==> config.mk <==
export PLATFORM = sky130hd
export DESIGN_NAME = mc_alu_top
export DESIGN_NICKNAME = d
export VERILOG_FILES = /design/src/hdl/mc_alu_pkg.sv /design/src/hdl/mc_alu_top.sv /design/src/hdl/issue_port.sv /design/src/hdl/mc_alu.sv /design/src/hdl/int_to_float.sv /design/src/hdl/mul_pipe.sv /design/src/hdl/pipe_delay.sv
export SDC_FILE = /design/constraint.sdc
export NUM_CORES = 2
export LEC_CHECK = 0
export BUFFER_PORTS_ARGS = -buffer_cell sky130_fd_sc_hd__buf_4
export CAP_MARGIN = 15
export CORE_UTILIZATION = 50
export CTS_BUF_LIST = sky130_fd_sc_hd__clkbuf_8
export DETAILED_ROUTE_END_ITERATION = 6
export GPL_ROUTABILITY_DRIVEN = 0
export PLACE_DENSITY = 0.68
export SYNTH_ARGS = -nofsm -noshare
export SYNTH_HDL_FRONTEND = slang
export SYNTH_SLANG_ARGS = --single-unit
==> constraint.sdc <==
create_clock -name clk -period 12.95 [get_ports clk]
set_input_delay 2.59 -clock clk [delete_from_list [all_inputs] [get_ports clk]]
set_output_delay 2.59 -clock clk [all_outputs]
set_load 0.005 [all_outputs]
==> src/hdl/mc_alu_pkg.sv <==
package mc_alu_pkg;

	// ======================================================================
	// Data types
	// ======================================================================

	// One data word, used for operands and for results
	typedef logic [31:0] value_t;

	// Routing tag that lets the core steer a result to its destination
	typedef logic [3:0] tag_t;

	// Operations of the multicycle unit
	// The fused family is done in wrapping integer arithmetic
	typedef enum logic [2:0] {
		MULI,
		I2F,
		MA,
		MS,
		NMA,
		NMS
	} mc_op_e;

	// ======================================================================
	// Records
	// ======================================================================

	// Everything one issue carries into the unit
	typedef struct packed {
		mc_op_e op;
		value_t a;
		value_t b;
		value_t c;
		value_t imm;
		tag_t   tag;
	} mc_issue_t;

	// A result and the tag it was issued with
	typedef struct packed {
		value_t value;
		tag_t   tag;
	} mc_result_t;

	// Register depth of the integer to float converter
	localparam int unsigned I2F_STAGES = 2;

endpackage
==> src/hdl/mc_alu_top.sv <==
`timescale 1ns/1ps

module mc_alu_top import mc_alu_pkg::*; #(
	parameter int unsigned LATENCY = 7
) (
	input  logic       clk,
	input  logic       rst_n_i,
	input  logic       req_i,
	output logic       ack_o,
	input  mc_issue_t  issue_i,
	output logic       res_valid_o,
	output mc_result_t res_o
);

	// Strobe and captured record from the handshake into the ALU
	logic      start;
	mc_issue_t op_rec;

	issue_port u_issue_port (
		.clk     (clk),
		.rst_n_i (rst_n_i),
		.req_i   (req_i),
		.ack_o   (ack_o),
		.issue_i (issue_i),
		.start_o (start),
		.issue_o (op_rec)
	);

	// Latency here counts from the accepting edge of the handshake
	mc_alu #(.LATENCY(LATENCY)) u_mc_alu (
		.clk         (clk),
		.rst_n_i     (rst_n_i),
		.start_i     (start),
		.op_i        (op_rec),
		.res_valid_o (res_valid_o),
		.res_o       (res_o)
	);

endmodule

==> src/hdl/issue_port.sv <==
`timescale 1ns/1ps

module issue_port import mc_alu_pkg::*; (
	input  logic      clk,
	input  logic      rst_n_i,
	input  logic      req_i,
	output logic      ack_o,
	input  mc_issue_t issue_i,
	output logic      start_o,
	output mc_issue_t issue_o
);

	// Four-phase slave, ack is high exactly while in ST_ACK
	typedef enum logic {
		ST_IDLE,
		ST_ACK
	} state_e;

	state_e    state_q;
	logic      start_q;
	mc_issue_t issue_q;
	logic      accept;

	// A request is taken only while ack is still low
	assign accept = (state_q == ST_IDLE) && req_i;

	always_ff @(posedge clk) begin
		if (!rst_n_i) begin
			state_q <= ST_IDLE;
			start_q <= 1'b0;
		end else begin
			start_q <= accept;
			case (state_q)
				ST_IDLE: if (req_i) state_q <= ST_ACK;
				// Hold ack until the requester drops req
				ST_ACK:  if (!req_i) state_q <= ST_IDLE;
				default: state_q <= ST_IDLE;
			endcase
		end
	end

	// Record stays put until the next accepting edge
	always_ff @(posedge clk) begin
		if (accept) begin
			issue_q <= issue_i;
		end
	end

	assign ack_o   = (state_q == ST_ACK);
	assign start_o = start_q;
	assign issue_o = issue_q;

endmodule

==> src/hdl/mc_alu.sv <==
`timescale 1ns/1ps

module mc_alu import mc_alu_pkg::*; #(
	parameter int unsigned LATENCY = 7
) (
	input  logic       clk,
	input  logic       rst_n_i,
	input  logic       start_i,
	input  mc_issue_t  op_i,
	output logic       res_valid_o,
	output mc_result_t res_o
);

	// Valid bit and tag travel together down the pipe
	typedef struct packed {
		logic valid;
		tag_t tag;
	} tag_valid_t;

	// ======================================================================
	// Decode and sign handling for the fused family
	// ======================================================================

	logic   fnm;
	logic   fms;
	value_t fused_a;
	value_t addend;

	// NMA and NMS negate the product by negating a
	assign fnm = (op_i.op == NMA) || (op_i.op == NMS);
	// MS and NMS subtract c
	assign fms = (op_i.op == MS) || (op_i.op == NMS);

	assign fused_a = fnm ? (~op_i.a + 32'd1) : op_i.a;
	assign addend  = fms ? (~op_i.c + 32'd1) : op_i.c;

	// ======================================================================
	// Datapaths, each LATENCY registers deep
	// ======================================================================

	value_t muli_p;
	value_t fused_p;
	value_t muli_q;
	value_t fma_q;
	value_t i2f_f;
	value_t i2f_q;

	// Addend chain, as deep as the multiplier so both meet at the adder
	value_t add_q [LATENCY-1];

	mul_pipe #(.STAGES(LATENCY - 1)) u_mul_imm (
		.clk     (clk),
		.rst_n_i (rst_n_i),
		.a_i     (op_i.a),
		.b_i     (op_i.imm),
		.p_o     (muli_p)
	);

	mul_pipe #(.STAGES(LATENCY - 1)) u_mul_fused (
		.clk     (clk),
		.rst_n_i (rst_n_i),
		.a_i     (fused_a),
		.b_i     (op_i.b),
		.p_o     (fused_p)
	);

	int_to_float u_i2f (
		.clk     (clk),
		.rst_n_i (rst_n_i),
		.i_i     (op_i.a),
		.f_o     (i2f_f)
	);

	// The converter is short, so its result waits out the remaining cycles
	pipe_delay #(.T(value_t), .DEPTH(LATENCY - I2F_STAGES)) u_i2f_pad (
		.clk     (clk),
		.rst_n_i (rst_n_i),
		.d_i     (i2f_f),
		.q_o     (i2f_q)
	);

	always_ff @(posedge clk) begin
		add_q[0] <= addend;
		for (int n = 1; n < LATENCY - 1; n++) begin
			add_q[n] <= add_q[n-1];
		end
		// Multiplier takes one stage less than the others, so MULI gets one more
		muli_q <= muli_p;
		// Final add of the fused family, wrapping at 32 bits
		fma_q  <= fused_p + add_q[LATENCY-2];
	end

	// ======================================================================
	// Control pipe and result select
	// ======================================================================

	tag_valid_t tv_d;
	tag_valid_t tv_q;
	mc_op_e     op_q;

	assign tv_d = '{valid: start_i, tag: op_i.tag};

	pipe_delay #(.T(tag_valid_t), .DEPTH(LATENCY)) u_tv_pipe (
		.clk     (clk),
		.rst_n_i (rst_n_i),
		.d_i     (tv_d),
		.q_o     (tv_q)
	);

	pipe_delay #(.T(mc_op_e), .DEPTH(LATENCY)) u_op_pipe (
		.clk     (clk),
		.rst_n_i (rst_n_i),
		.d_i     (op_i.op),
		.q_o     (op_q)
	);

	assign res_valid_o = tv_q.valid;

	always_comb begin
		res_o.tag = tv_q.tag;
		case (op_q)
			MULI:              res_o.value = muli_q;
			I2F:               res_o.value = i2f_q;
			MA, MS, NMA, NMS:  res_o.value = fma_q;
			default:           res_o.value = '0;
		endcase
	end

endmodule

==> src/hdl/int_to_float.sv <==
`timescale 1ns/1ps

module int_to_float import mc_alu_pkg::*; (
	input  logic   clk,
	input  logic   rst_n_i,
	input  value_t i_i,
	output value_t f_o
);

	// ======================================================================
	// Stage one: sign, magnitude and leading one
	// ======================================================================

	value_t     mag;
	logic [4:0] lead;

	logic       sign_q;
	logic       zero_q;
	value_t     mag_q;
	logic [4:0] lead_q;

	always_comb begin
		// The most negative input gives 2**31, which still fits unsigned
		mag  = i_i[31] ? (~i_i + 32'd1) : i_i;
		lead = '0;
		// Highest set bit wins since the scan runs upward
		for (int k = 0; k < 32; k++) begin
			if (mag[k]) begin
				lead = 5'(k);
			end
		end
	end

	// ======================================================================
	// Stage two: normalize, truncate and pack
	// ======================================================================

	value_t     norm;
	logic [7:0] expo;
	value_t     f_q;

	// Shift the leading one up to bit 31, it becomes the hidden bit
	assign norm = mag_q << (5'd31 - lead_q);
	assign expo = 8'd127 + {3'b000, lead_q};

	always_ff @(posedge clk) begin
		if (!rst_n_i) begin
			sign_q <= 1'b0;
			zero_q <= 1'b1;
			mag_q  <= '0;
			lead_q <= '0;
			f_q    <= '0;
		end else begin
			sign_q <= i_i[31];
			zero_q <= (i_i == '0);
			mag_q  <= mag;
			lead_q <= lead;
			// Bits below the 23-bit mantissa are dropped, which rounds toward zero
			f_q    <= zero_q ? '0 : {sign_q, expo, norm[30:8]};
		end
	end

	assign f_o = f_q;

endmodule

==> src/hdl/mul_pipe.sv <==
`timescale 1ns/1ps

module mul_pipe import mc_alu_pkg::*; #(
	parameter int unsigned STAGES = 6
) (
	input  logic   clk,
	input  logic   rst_n_i,
	input  value_t a_i,
	input  value_t b_i,
	output value_t p_o
);

	// Operand registers form the first stage
	value_t a_q;
	value_t b_q;

	// Partial products on 16-bit halves
	// The high-by-high product only reaches above bit 31, so it is never formed
	// Cross terms are kept to their low half since only that lands in the low word
	logic [31:0] ll_prod;
	logic [15:0] lh_prod;
	logic [15:0] hl_prod;
	logic [31:0] ll_q;
	logic [15:0] lh_q;
	logic [15:0] hl_q;

	// Summed low word and the stages that balance the total depth
	value_t sum;
	value_t prod_q [STAGES-2];

	assign ll_prod = 32'(a_q[15:0]) * 32'(b_q[15:0]);
	assign lh_prod = a_q[15:0] * b_q[31:16];
	assign hl_prod = a_q[31:16] * b_q[15:0];

	// The cross terms are shifted up by 16 before they join the low product
	assign sum = ll_q + {16'(lh_q + hl_q), 16'h0000};

	always_ff @(posedge clk) begin
		if (!rst_n_i) begin
			a_q  <= '0;
			b_q  <= '0;
			ll_q <= '0;
			lh_q <= '0;
			hl_q <= '0;
			for (int n = 0; n < STAGES - 2; n++) begin
				prod_q[n] <= '0;
			end
		end else begin
			a_q  <= a_i;
			b_q  <= b_i;
			ll_q <= ll_prod;
			lh_q <= lh_prod;
			hl_q <= hl_prod;
			prod_q[0] <= sum;
			for (int n = 1; n < STAGES - 2; n++) begin
				prod_q[n] <= prod_q[n-1];
			end
		end
	end

	// Only the low word is kept, so signed and unsigned operands give the same bits
	assign p_o = prod_q[STAGES-3];

endmodule

==> src/hdl/pipe_delay.sv <==
`timescale 1ns/1ps

module pipe_delay #(
	parameter type T = logic,
	parameter int unsigned DEPTH = 1
) (
	input  logic clk,
	input  logic rst_n_i,
	input  T     d_i,
	output T     q_o
);

	// Register chain, stage 0 takes the input and the last stage drives the output
	T stage_q [DEPTH];

	always_ff @(posedge clk) begin
		if (!rst_n_i) begin
			for (int n = 0; n < DEPTH; n++) begin
				stage_q[n] <= T'(0);
			end
		end else begin
			stage_q[0] <= d_i;
			// Every other stage takes the value of the one before it
			for (int n = 1; n < DEPTH; n++) begin
				stage_q[n] <= stage_q[n-1];
			end
		end
	end

	assign q_o = stage_q[DEPTH-1];

endmodule

# [Yosys cells after proc, flatten, opt, wreduce, memory -nomap -nowiden]
# Memories as Yosys holds them, arrays and structs flattened. A register that Yosys moved wholly into a read port is not among the register bits.
# Index checks and enable logic that the tools add are counted.
[op_classes] addsub=9 multipliers=6 n_eq_ne=8 n_shift=1 mux=65 bitwise=31 reduce_logical=7
[ops] op="32-bit two-way mux" n=16
[ops] op="5-bit two-way mux" n=37
[ops] op="32-bit adder" n=3
[ops] op="32-bit case mux with 3 select lines" n=1
[ops] op="32-bit by 1-bit adder with 32-bit output (second input constant)" n=2
[ops] op="16-bit by 16-bit multiplier with 16-bit output" n=4
[ops] op="16-bit by 16-bit multiplier with 32-bit output" n=2
[ops] op="32-bit inverter" n=2
[ops] op="16-bit adder" n=2
[ops] op="32-bit logical NOT" n=1
[ops] op="32-bit by 5-bit left shift with 31-bit output" n=1
[ops] op="1-bit OR" n=27
[ops] op="3-bit two-way mux" n=7
[ops] op="3-bit == test (second input constant)" n=4
[ops] op="3-bit by 2-bit == test with 1-bit output (second input constant)" n=3
[ops] op="7-bit by 5-bit adder with 8-bit output (first input constant)" n=1
[ops] op="5-bit subtractor (first input constant)" n=1
[ops] op="1-bit two-way mux" n=4
[ops] op="4-bit OR reduction" n=1
[ops] op="3-bit by 1-bit == test with 1-bit output (second input constant)" n=1
[ops] op="3-bit logical NOT" n=1
[ops] op="1-bit logical OR" n=2
[ops] op="1-bit inverter" n=2
[ops] op="2-bit OR reduction" n=1
[ops] op="1-bit logical AND" n=1
[word_totals] regBits=496 ram_bits=664 inputBits=138 out_inout_bits=38 n_memories=6
[memory_table] memory="u_mc_alu.add_q" depth=6 word_bits=32 read_ports=6 rd_clocked_by_memory_dff=0 write_ports=6 line_no="mc_alu.sv:49" rtl="value_t add_q [LATENCY-1];"
[memory_table] memory="u_mc_alu.u_i2f_pad.stage_q" depth=5 word_bits=32 read_ports=5 rd_clocked_by_memory_dff=0 write_ports=5 line_no="pipe_delay.sv:14" rtl="T stage_q [DEPTH];"
[memory_table] memory="u_mc_alu.u_mul_fused.prod_q" depth=4 word_bits=32 read_ports=4 rd_clocked_by_memory_dff=0 write_ports=4 line_no="mul_pipe.sv:29" rtl="value_t prod_q [STAGES-2];"
[memory_table] memory="u_mc_alu.u_mul_imm.prod_q" depth=4 word_bits=32 read_ports=4 rd_clocked_by_memory_dff=1 write_ports=4 line_no="mul_pipe.sv:29"
[memory_table] memory="u_mc_alu.u_tv_pipe.stage_q" depth=7 word_bits=5 read_ports=7 rd_clocked_by_memory_dff=0 write_ports=7 line_no="pipe_delay.sv:14"
[memory_table] memory="u_mc_alu.u_op_pipe.stage_q" depth=7 word_bits=3 read_ports=7 rd_clocked_by_memory_dff=0 write_ports=7 line_no="pipe_delay.sv:14"

# [Depth between registers and ports, before layout]
[logic_depth] word_depth=34 ltp_mapped=25 ltp_nobuf=23

# [Hierarchy]
# A second synthesis with hierarchy kept.
[hier_totals] cells_unflattened=7314 hier_area_um2=72477.0
[modules_own_cells] mod="mul_pipe at u_mc_alu.u_mul_imm" n_inst=1 cells_per_inst=2684 area_per_inst_um2=24564.8 seq_area_each_um2=5124.9
[modules_own_cells] mod="mul_pipe at u_mc_alu.u_mul_fused" n_inst=1 cells_per_inst=2669 area_per_inst_um2=24466.0 seq_area_each_um2=5124.9
[modules_own_cells] mod="mc_alu" n_inst=1 cells_per_inst=779 area_per_inst_um2=8643.3 seq_area_each_um2=5124.9
[modules_own_cells] mod="int_to_float" n_inst=1 cells_per_inst=588 area_per_inst_um2=4758.3 seq_area_each_um2=1401.3
[modules_own_cells] mod="pipe_delay at u_mc_alu.u_i2f_pad" n_inst=1 cells_per_inst=337 area_per_inst_um2=4357.9 seq_area_each_um2=3203.1
[modules_own_cells] mod="issue_port" n_inst=1 cells_per_inst=140 area_per_inst_um2=4115.2 seq_area_each_um2=4093.9
[modules_own_cells] mod="pipe_delay at u_mc_alu.u_tv_pipe" n_inst=1 cells_per_inst=73 area_per_inst_um2=978.4 seq_area_each_um2=700.7
[modules_own_cells] mod="pipe_delay at u_mc_alu.u_op_pipe" n_inst=1 cells_per_inst=44 area_per_inst_um2=593.1 seq_area_each_um2=420.4

# [Worst setup path after synthesis]
# Ideal clock, no wire load.
[synth_path] kind="input to register" startpoint="in req_i" endpoint="reg u_issue_port.issue_q (netlist bit u_issue_port.issue_o[0]), enable pin" setup_ps=648 arrival_ps=8457 required_time_ps=12302 slack_ps=3846 cell_stages=1 path_buffers=0 cell_sequence="nor2b_1"
[synth_between] elab_chain_cells=1
[synth_rtl] item="start: declaration" line_no="mc_alu_top.sv:8" rtl="input logic req_i,"
[synth_rtl] item="1-bit logical AND" line_no="issue_port.sv:25" rtl="assign accept = (state_q == ST_IDLE) && req_i;"
[synth_rtl] item="end signal: assignment" line_no="issue_port.sv:45" rtl="issue_q <= issue_i;"
[synth_rtl] item="end: declaration" line_no="issue_port.sv:21" rtl="mc_issue_t issue_q;"
# No other way between the ends.
# A chain may end at the register's enable or synchronous reset.

# [Worst setup path in the final report]
[layout_path] startpoint="reg u_mc_alu.u_mul_imm.b_q[6]" endpoint="reg u_mc_alu.u_mul_imm.ll_q[31]"
[layout_between] elab_chain_cells=1
[layout_rtl] item="start: declaration" line_no="mul_pipe.sv:15" rtl="value_t b_q;"
[layout_rtl] item="start signal: assignment" line_no="mul_pipe.sv:50" rtl="b_q <= b_i;"
[layout_rtl] item="16-bit by 16-bit multiplier with 32-bit output" line_no="mul_pipe.sv:31" rtl="assign ll_prod = 32'(a_q[15:0]) * 32'(b_q[15:0]);"
[layout_rtl] item="end signal: assignment" line_no="mul_pipe.sv:51" rtl="ll_q <= ll_prod;"
[layout_rtl] item="end: declaration" line_no="mul_pipe.sv:23" rtl="logic [31:0] ll_q;"
# No other way between the ends.

==> impl_results.md <==
* Unrepaired setup endpoints after global routing: false
* Number of top-level pins at 176
* Share of synthesized registers carrying an async set or reset at 0
* Worst rel slew slack at 0.2279
* Result of the run: completed
* Via count at 48280
* Via density at 5.152
* Post-CTS Setup Bufs at 0
* Maximum net fanout on the critical path at 26
* Layout Nets at 8663
* Input/output buffers at 175
* Total of flip-flops plus latches after synthesis at 1188
* Critical Path RT at 13.66 ns
* Post-Synthesis Mean Instance Area at 9.864 um2
* Hold buffers post-CTS at 0
* Die Area at 0.1440 mm2
* Power Density at 134.5 mW/mm2
* Main area contributors after synthesis: sky130_fd_sc_hd__dfxtp_1, sky130_fd_sc_hd__fa_1, sky130_fd_sc_hd__and2_1
* Clock latency at the later pin of the worst-skew pair at 0.92 ns
* Horiz. Die Dim at 379.5 um
* Clock Tree Buf Depth at 3
* Std-Cell Rows at 138
* Final worst setup slack at 5.820 ns
* Predominant post-synthesis flop cell: sky130_fd_sc_hd__dfxtp_1
* Number of failing setup endpoints in the final timing report at 0
* Leak Pwr at 36.15 nW
* CP startpoint kind: flip-flop
* Cell taking the most area after synthesis: sky130_fd_sc_hd__dfxtp_1
* Final standard cell count with taps included and fillers excluded at 9370
* Drt initial violations at 2999
* Hold WC Path Type: reg2reg
* Fin util at 0.5551
* Setup TNS at 0 ns
* Filler Cells Inserted at 12320
* Number of synthesized flops with an enable pin at 135
* Synthesized netlist net count at 8573
* Setup slack of the most critical reg-to-reg path at 5.82 ns
* Final Hold Fails at 0
* HPWL after detailed placement at 125.3 mm
* Antenna-violating nets left at 0
* Number of resized instances in the post-cts repair step at 0
* Length of the first detailed-routing pass in iterations at 6
* Cts bufs inserted at 194
* Final hold slack at 0.2968 ns
* TritonCTS Sinks at 1188
* Nature of the critical path endpoint: flip-flop
* Post-synthesis instance total at 7223
* Starting Density at 0.5038
* Reg clk slew, reported paths at 0.07 ns
* Register area share after synthesis at 0.3528
* Total number of yosys warnings at 0
* Critical path arrival at 7.84 ns
* Placed insts at 9007
* Aggregate global-route resource usage at 0.2468
* TritonCTS clock tree: yes
* Synth top cells by count: sky130_fd_sc_hd__dfxtp_1, sky130_fd_sc_hd__and2_1, sky130_fd_sc_hd__inv_1, sky130_fd_sc_hd__nand2_1, sky130_fd_sc_hd__fa_1
* Top cell type's share of synthesized area at 0.2959
* Area of combinational cells with multiple inputs at 0.04121 mm2
* VDD IR max at 146.4 uV
* Worst setup slack after placement at 6.005 ns
* Number of remaining DRC errors at 0
* Clock root cell: sky130_fd_sc_hd__clkbuf_8
* Pin count of the biggest net entering global routing at 137
* Register area at 0.02514 mm2
* Global-route wire length before repair at 275.2 mm
* Share of the cycle needed by the critical path after routing at 0.5506
* Shortest period the worst path allows at 7.130 ns
* Fraction of layout instances using a drive strength above 1 at 0.08136
* Vertical extent of the die at 379.5 um
* Most frequent cell after synthesis: sky130_fd_sc_hd__dfxtp_1
* Initial antenna violation count at 6
* Worst Max-Slew Pin Slew at 1.157 ns
* Number of library cell types mapped by synthesis at 75
* Clock Skew at 0.06549 ns
* Final Max Tran Viols at 0
* Number of global-route vias before repair at 50820
* Startpoint-to-endpoint class of the critical path: reg2reg
* Residual overflow from global routing at 0
* Final Routed Wirelength at 172.4 mm
* Maxcap violations at 0
* Mean routed wirelength per cell at 18.40 um
* Post-synthesis cell area at 0.07125 mm2
* Fmax achieved at 140.3 MHz
* P&R area growth vs syn at 10.17%
* H-tree lvl count at 4
* Core area at 0.1414 mm2
-- report_power, final --
part	total (mW)	switching [mW]	internal, mW
combinational	2.71	1.60	1.11
clock	3.54	1.57	1.97
sequential	4.31	0.228	4.08
-- worst paths after layout --
kind                                        start                                      to  depth (start not counted)
max          u_mc_alu.u_mul_imm.b_q[6]$_SDFF_PN0_  u_mc_alu.u_mul_imm.ll_q[31]$_SDFF_PN0_                         20
min                 u_mc_alu.add_q[0][25]$_DFF_P_           u_mc_alu.add_q[1][25]$_DFF_P_                          0
max reg2reg  u_mc_alu.u_mul_imm.b_q[6]$_SDFF_PN0_  u_mc_alu.u_mul_imm.ll_q[31]$_SDFF_PN0_                         20
min reg2reg         u_mc_alu.add_q[0][25]$_DFF_P_           u_mc_alu.add_q[1][25]$_DFF_P_                          0
-- layout by cell type (no fill, tap or decap), types with 22 or more instances in the layout --
master / n
sky130_fd_sc_hd__clkbuf_8: 240
sky130_fd_sc_hd__a211oi_1: 35
sky130_fd_sc_hd__edfxtp_1: 135
sky130_fd_sc_hd__and2_1: 1033
sky130_fd_sc_hd__nand2b_1: 26
sky130_fd_sc_hd__nor2b_1: 23
sky130_fd_sc_hd__dfxtp_1: 1049
sky130_fd_sc_hd__xor2_1: 143
sky130_fd_sc_hd__ha_1: 499
sky130_fd_sc_hd__or3_1: 25
sky130_fd_sc_hd__mux2i_1: 52
sky130_fd_sc_hd__xnor2_1: 232
sky130_fd_sc_hd__a31oi_1: 24
sky130_fd_sc_hd__and3_1: 29
sky130_fd_sc_hd__inv_1: 1008
sky130_fd_sc_hd__o21ai_0: 159
sky130_fd_sc_hd__nand2_1: 776
sky130_fd_sc_hd__o211ai_1: 22
sky130_fd_sc_hd__clkinv_2: 28
sky130_fd_sc_hd__a21o_1: 64
sky130_fd_sc_hd__fa_1: 713
sky130_fd_sc_hd__nor3_1: 46
sky130_fd_sc_hd__nor2_1: 334
sky130_fd_sc_hd__o21a_1: 25
sky130_fd_sc_hd__buf_4: 233
sky130_fd_sc_hd__nand3_1: 38
sky130_fd_sc_hd__a21oi_1: 192
-- logic make-up after synthesis --
| group | synth area share |
|---|---|
| adder cells (fa/ha/maj) | 0.2880 |
| AND/OR/NAND/NOR | 0.1723 |
| flip-flops | 0.3528 |
| AO/OA/AOI/OAI | 0.05719 |
| multiplexers | 0.01442 |
| buffers and inverters | 0.06910 |
| XOR/XNOR | 0.04632 |
-- state kept, by name (all words and copies together) (netlist names), 30 cells and up --
signal and cells:
u_mc_alu.u_mul_fused.a_q 31, u_mc_alu.fma_q 32, u_mc_alu.u_mul_imm.prod_q 128, u_mc_alu.u_i2f_pad.stage_q 160, u_mc_alu.u_mul_fused.b_q 32, u_mc_alu.muli_q 32
u_mc_alu.u_i2f.f_o 32, u_mc_alu.u_tv_pipe.stage_q 35, u_mc_alu.u_mul_fused.ll_q 32, u_mc_alu.u_mul_fused.prod_q 128, u_mc_alu.u_mul_imm.ll_q 32, u_mc_alu.u_mul_imm.a_q 32
u_mc_alu.add_q 192, u_mc_alu.u_mul_imm.b_q 32, u_issue_port.issue_o 135, u_mc_alu.u_i2f.mag_q 30
-- per-stage QoR --
| stage | power (mW) | area [um2] |
|---|---|---|
| 2_1_floorplan | 6.199 | 71250 |
| 5_1_grt | 11.19 | 78490 |
| 3_5_place_dp | 7.074 | 74120 |
| 4_1_cts | 10.67 | 78480 |
| 6_report | 10.56 | 78500 |
| 3_3_place_gp | 7.028 | 74120 |
-- metal layers --
layer	share of wire	up-vias	track usage
met5	0	-	0
met4	0.051	0	0.1285
met3	0.053	413	0.03467
met2	0.48	1418	0.4145
met1	0.42	23740	0.3085
li1	-	22710	-
-- layout make-up --
class | count | share of cell area
Tap cell | 1890 | 0.03013
Clock buffer | 240 | 0.04208
Timing Repair Buffer | 235 | 0.02273
Clock inverter | 116 | 0.01342
Multi-Input combinational cell | 4729 | 0.5249
Inverter | 965 | 0.04621
Sequential cell | 1188 | 0.3203
Antenna cell | 7 | 0.0002232
-- critical path: stages, from the launching register on --
cell                       delay [ns]
sky130_fd_sc_hd__dfxtp_1         1.08
sky130_fd_sc_hd__nand2_1         0.18
sky130_fd_sc_hd__fa_1            0.55
sky130_fd_sc_hd__inv_1           0.05
sky130_fd_sc_hd__fa_1            0.46
sky130_fd_sc_hd__fa_1            0.51
sky130_fd_sc_hd__inv_1           0.06
sky130_fd_sc_hd__fa_1            0.57
sky130_fd_sc_hd__fa_1            0.41
sky130_fd_sc_hd__inv_1           0.11
sky130_fd_sc_hd__fa_1            0.42
sky130_fd_sc_hd__ha_1            0.37
sky130_fd_sc_hd__a21oi_1         0.23
sky130_fd_sc_hd__o21ai_0         0.17
sky130_fd_sc_hd__o41ai_1         0.49
sky130_fd_sc_hd__nor3b_1         0.15
sky130_fd_sc_hd__a31oi_1         0.37
sky130_fd_sc_hd__o21ai_0         0.21
sky130_fd_sc_hd__a221oi_1        0.35
sky130_fd_sc_hd__xnor2_1         0.15
sky130_fd_sc_hd__nor2_1          0.05
No activity file was read; power rests on OpenSTA's default activity.
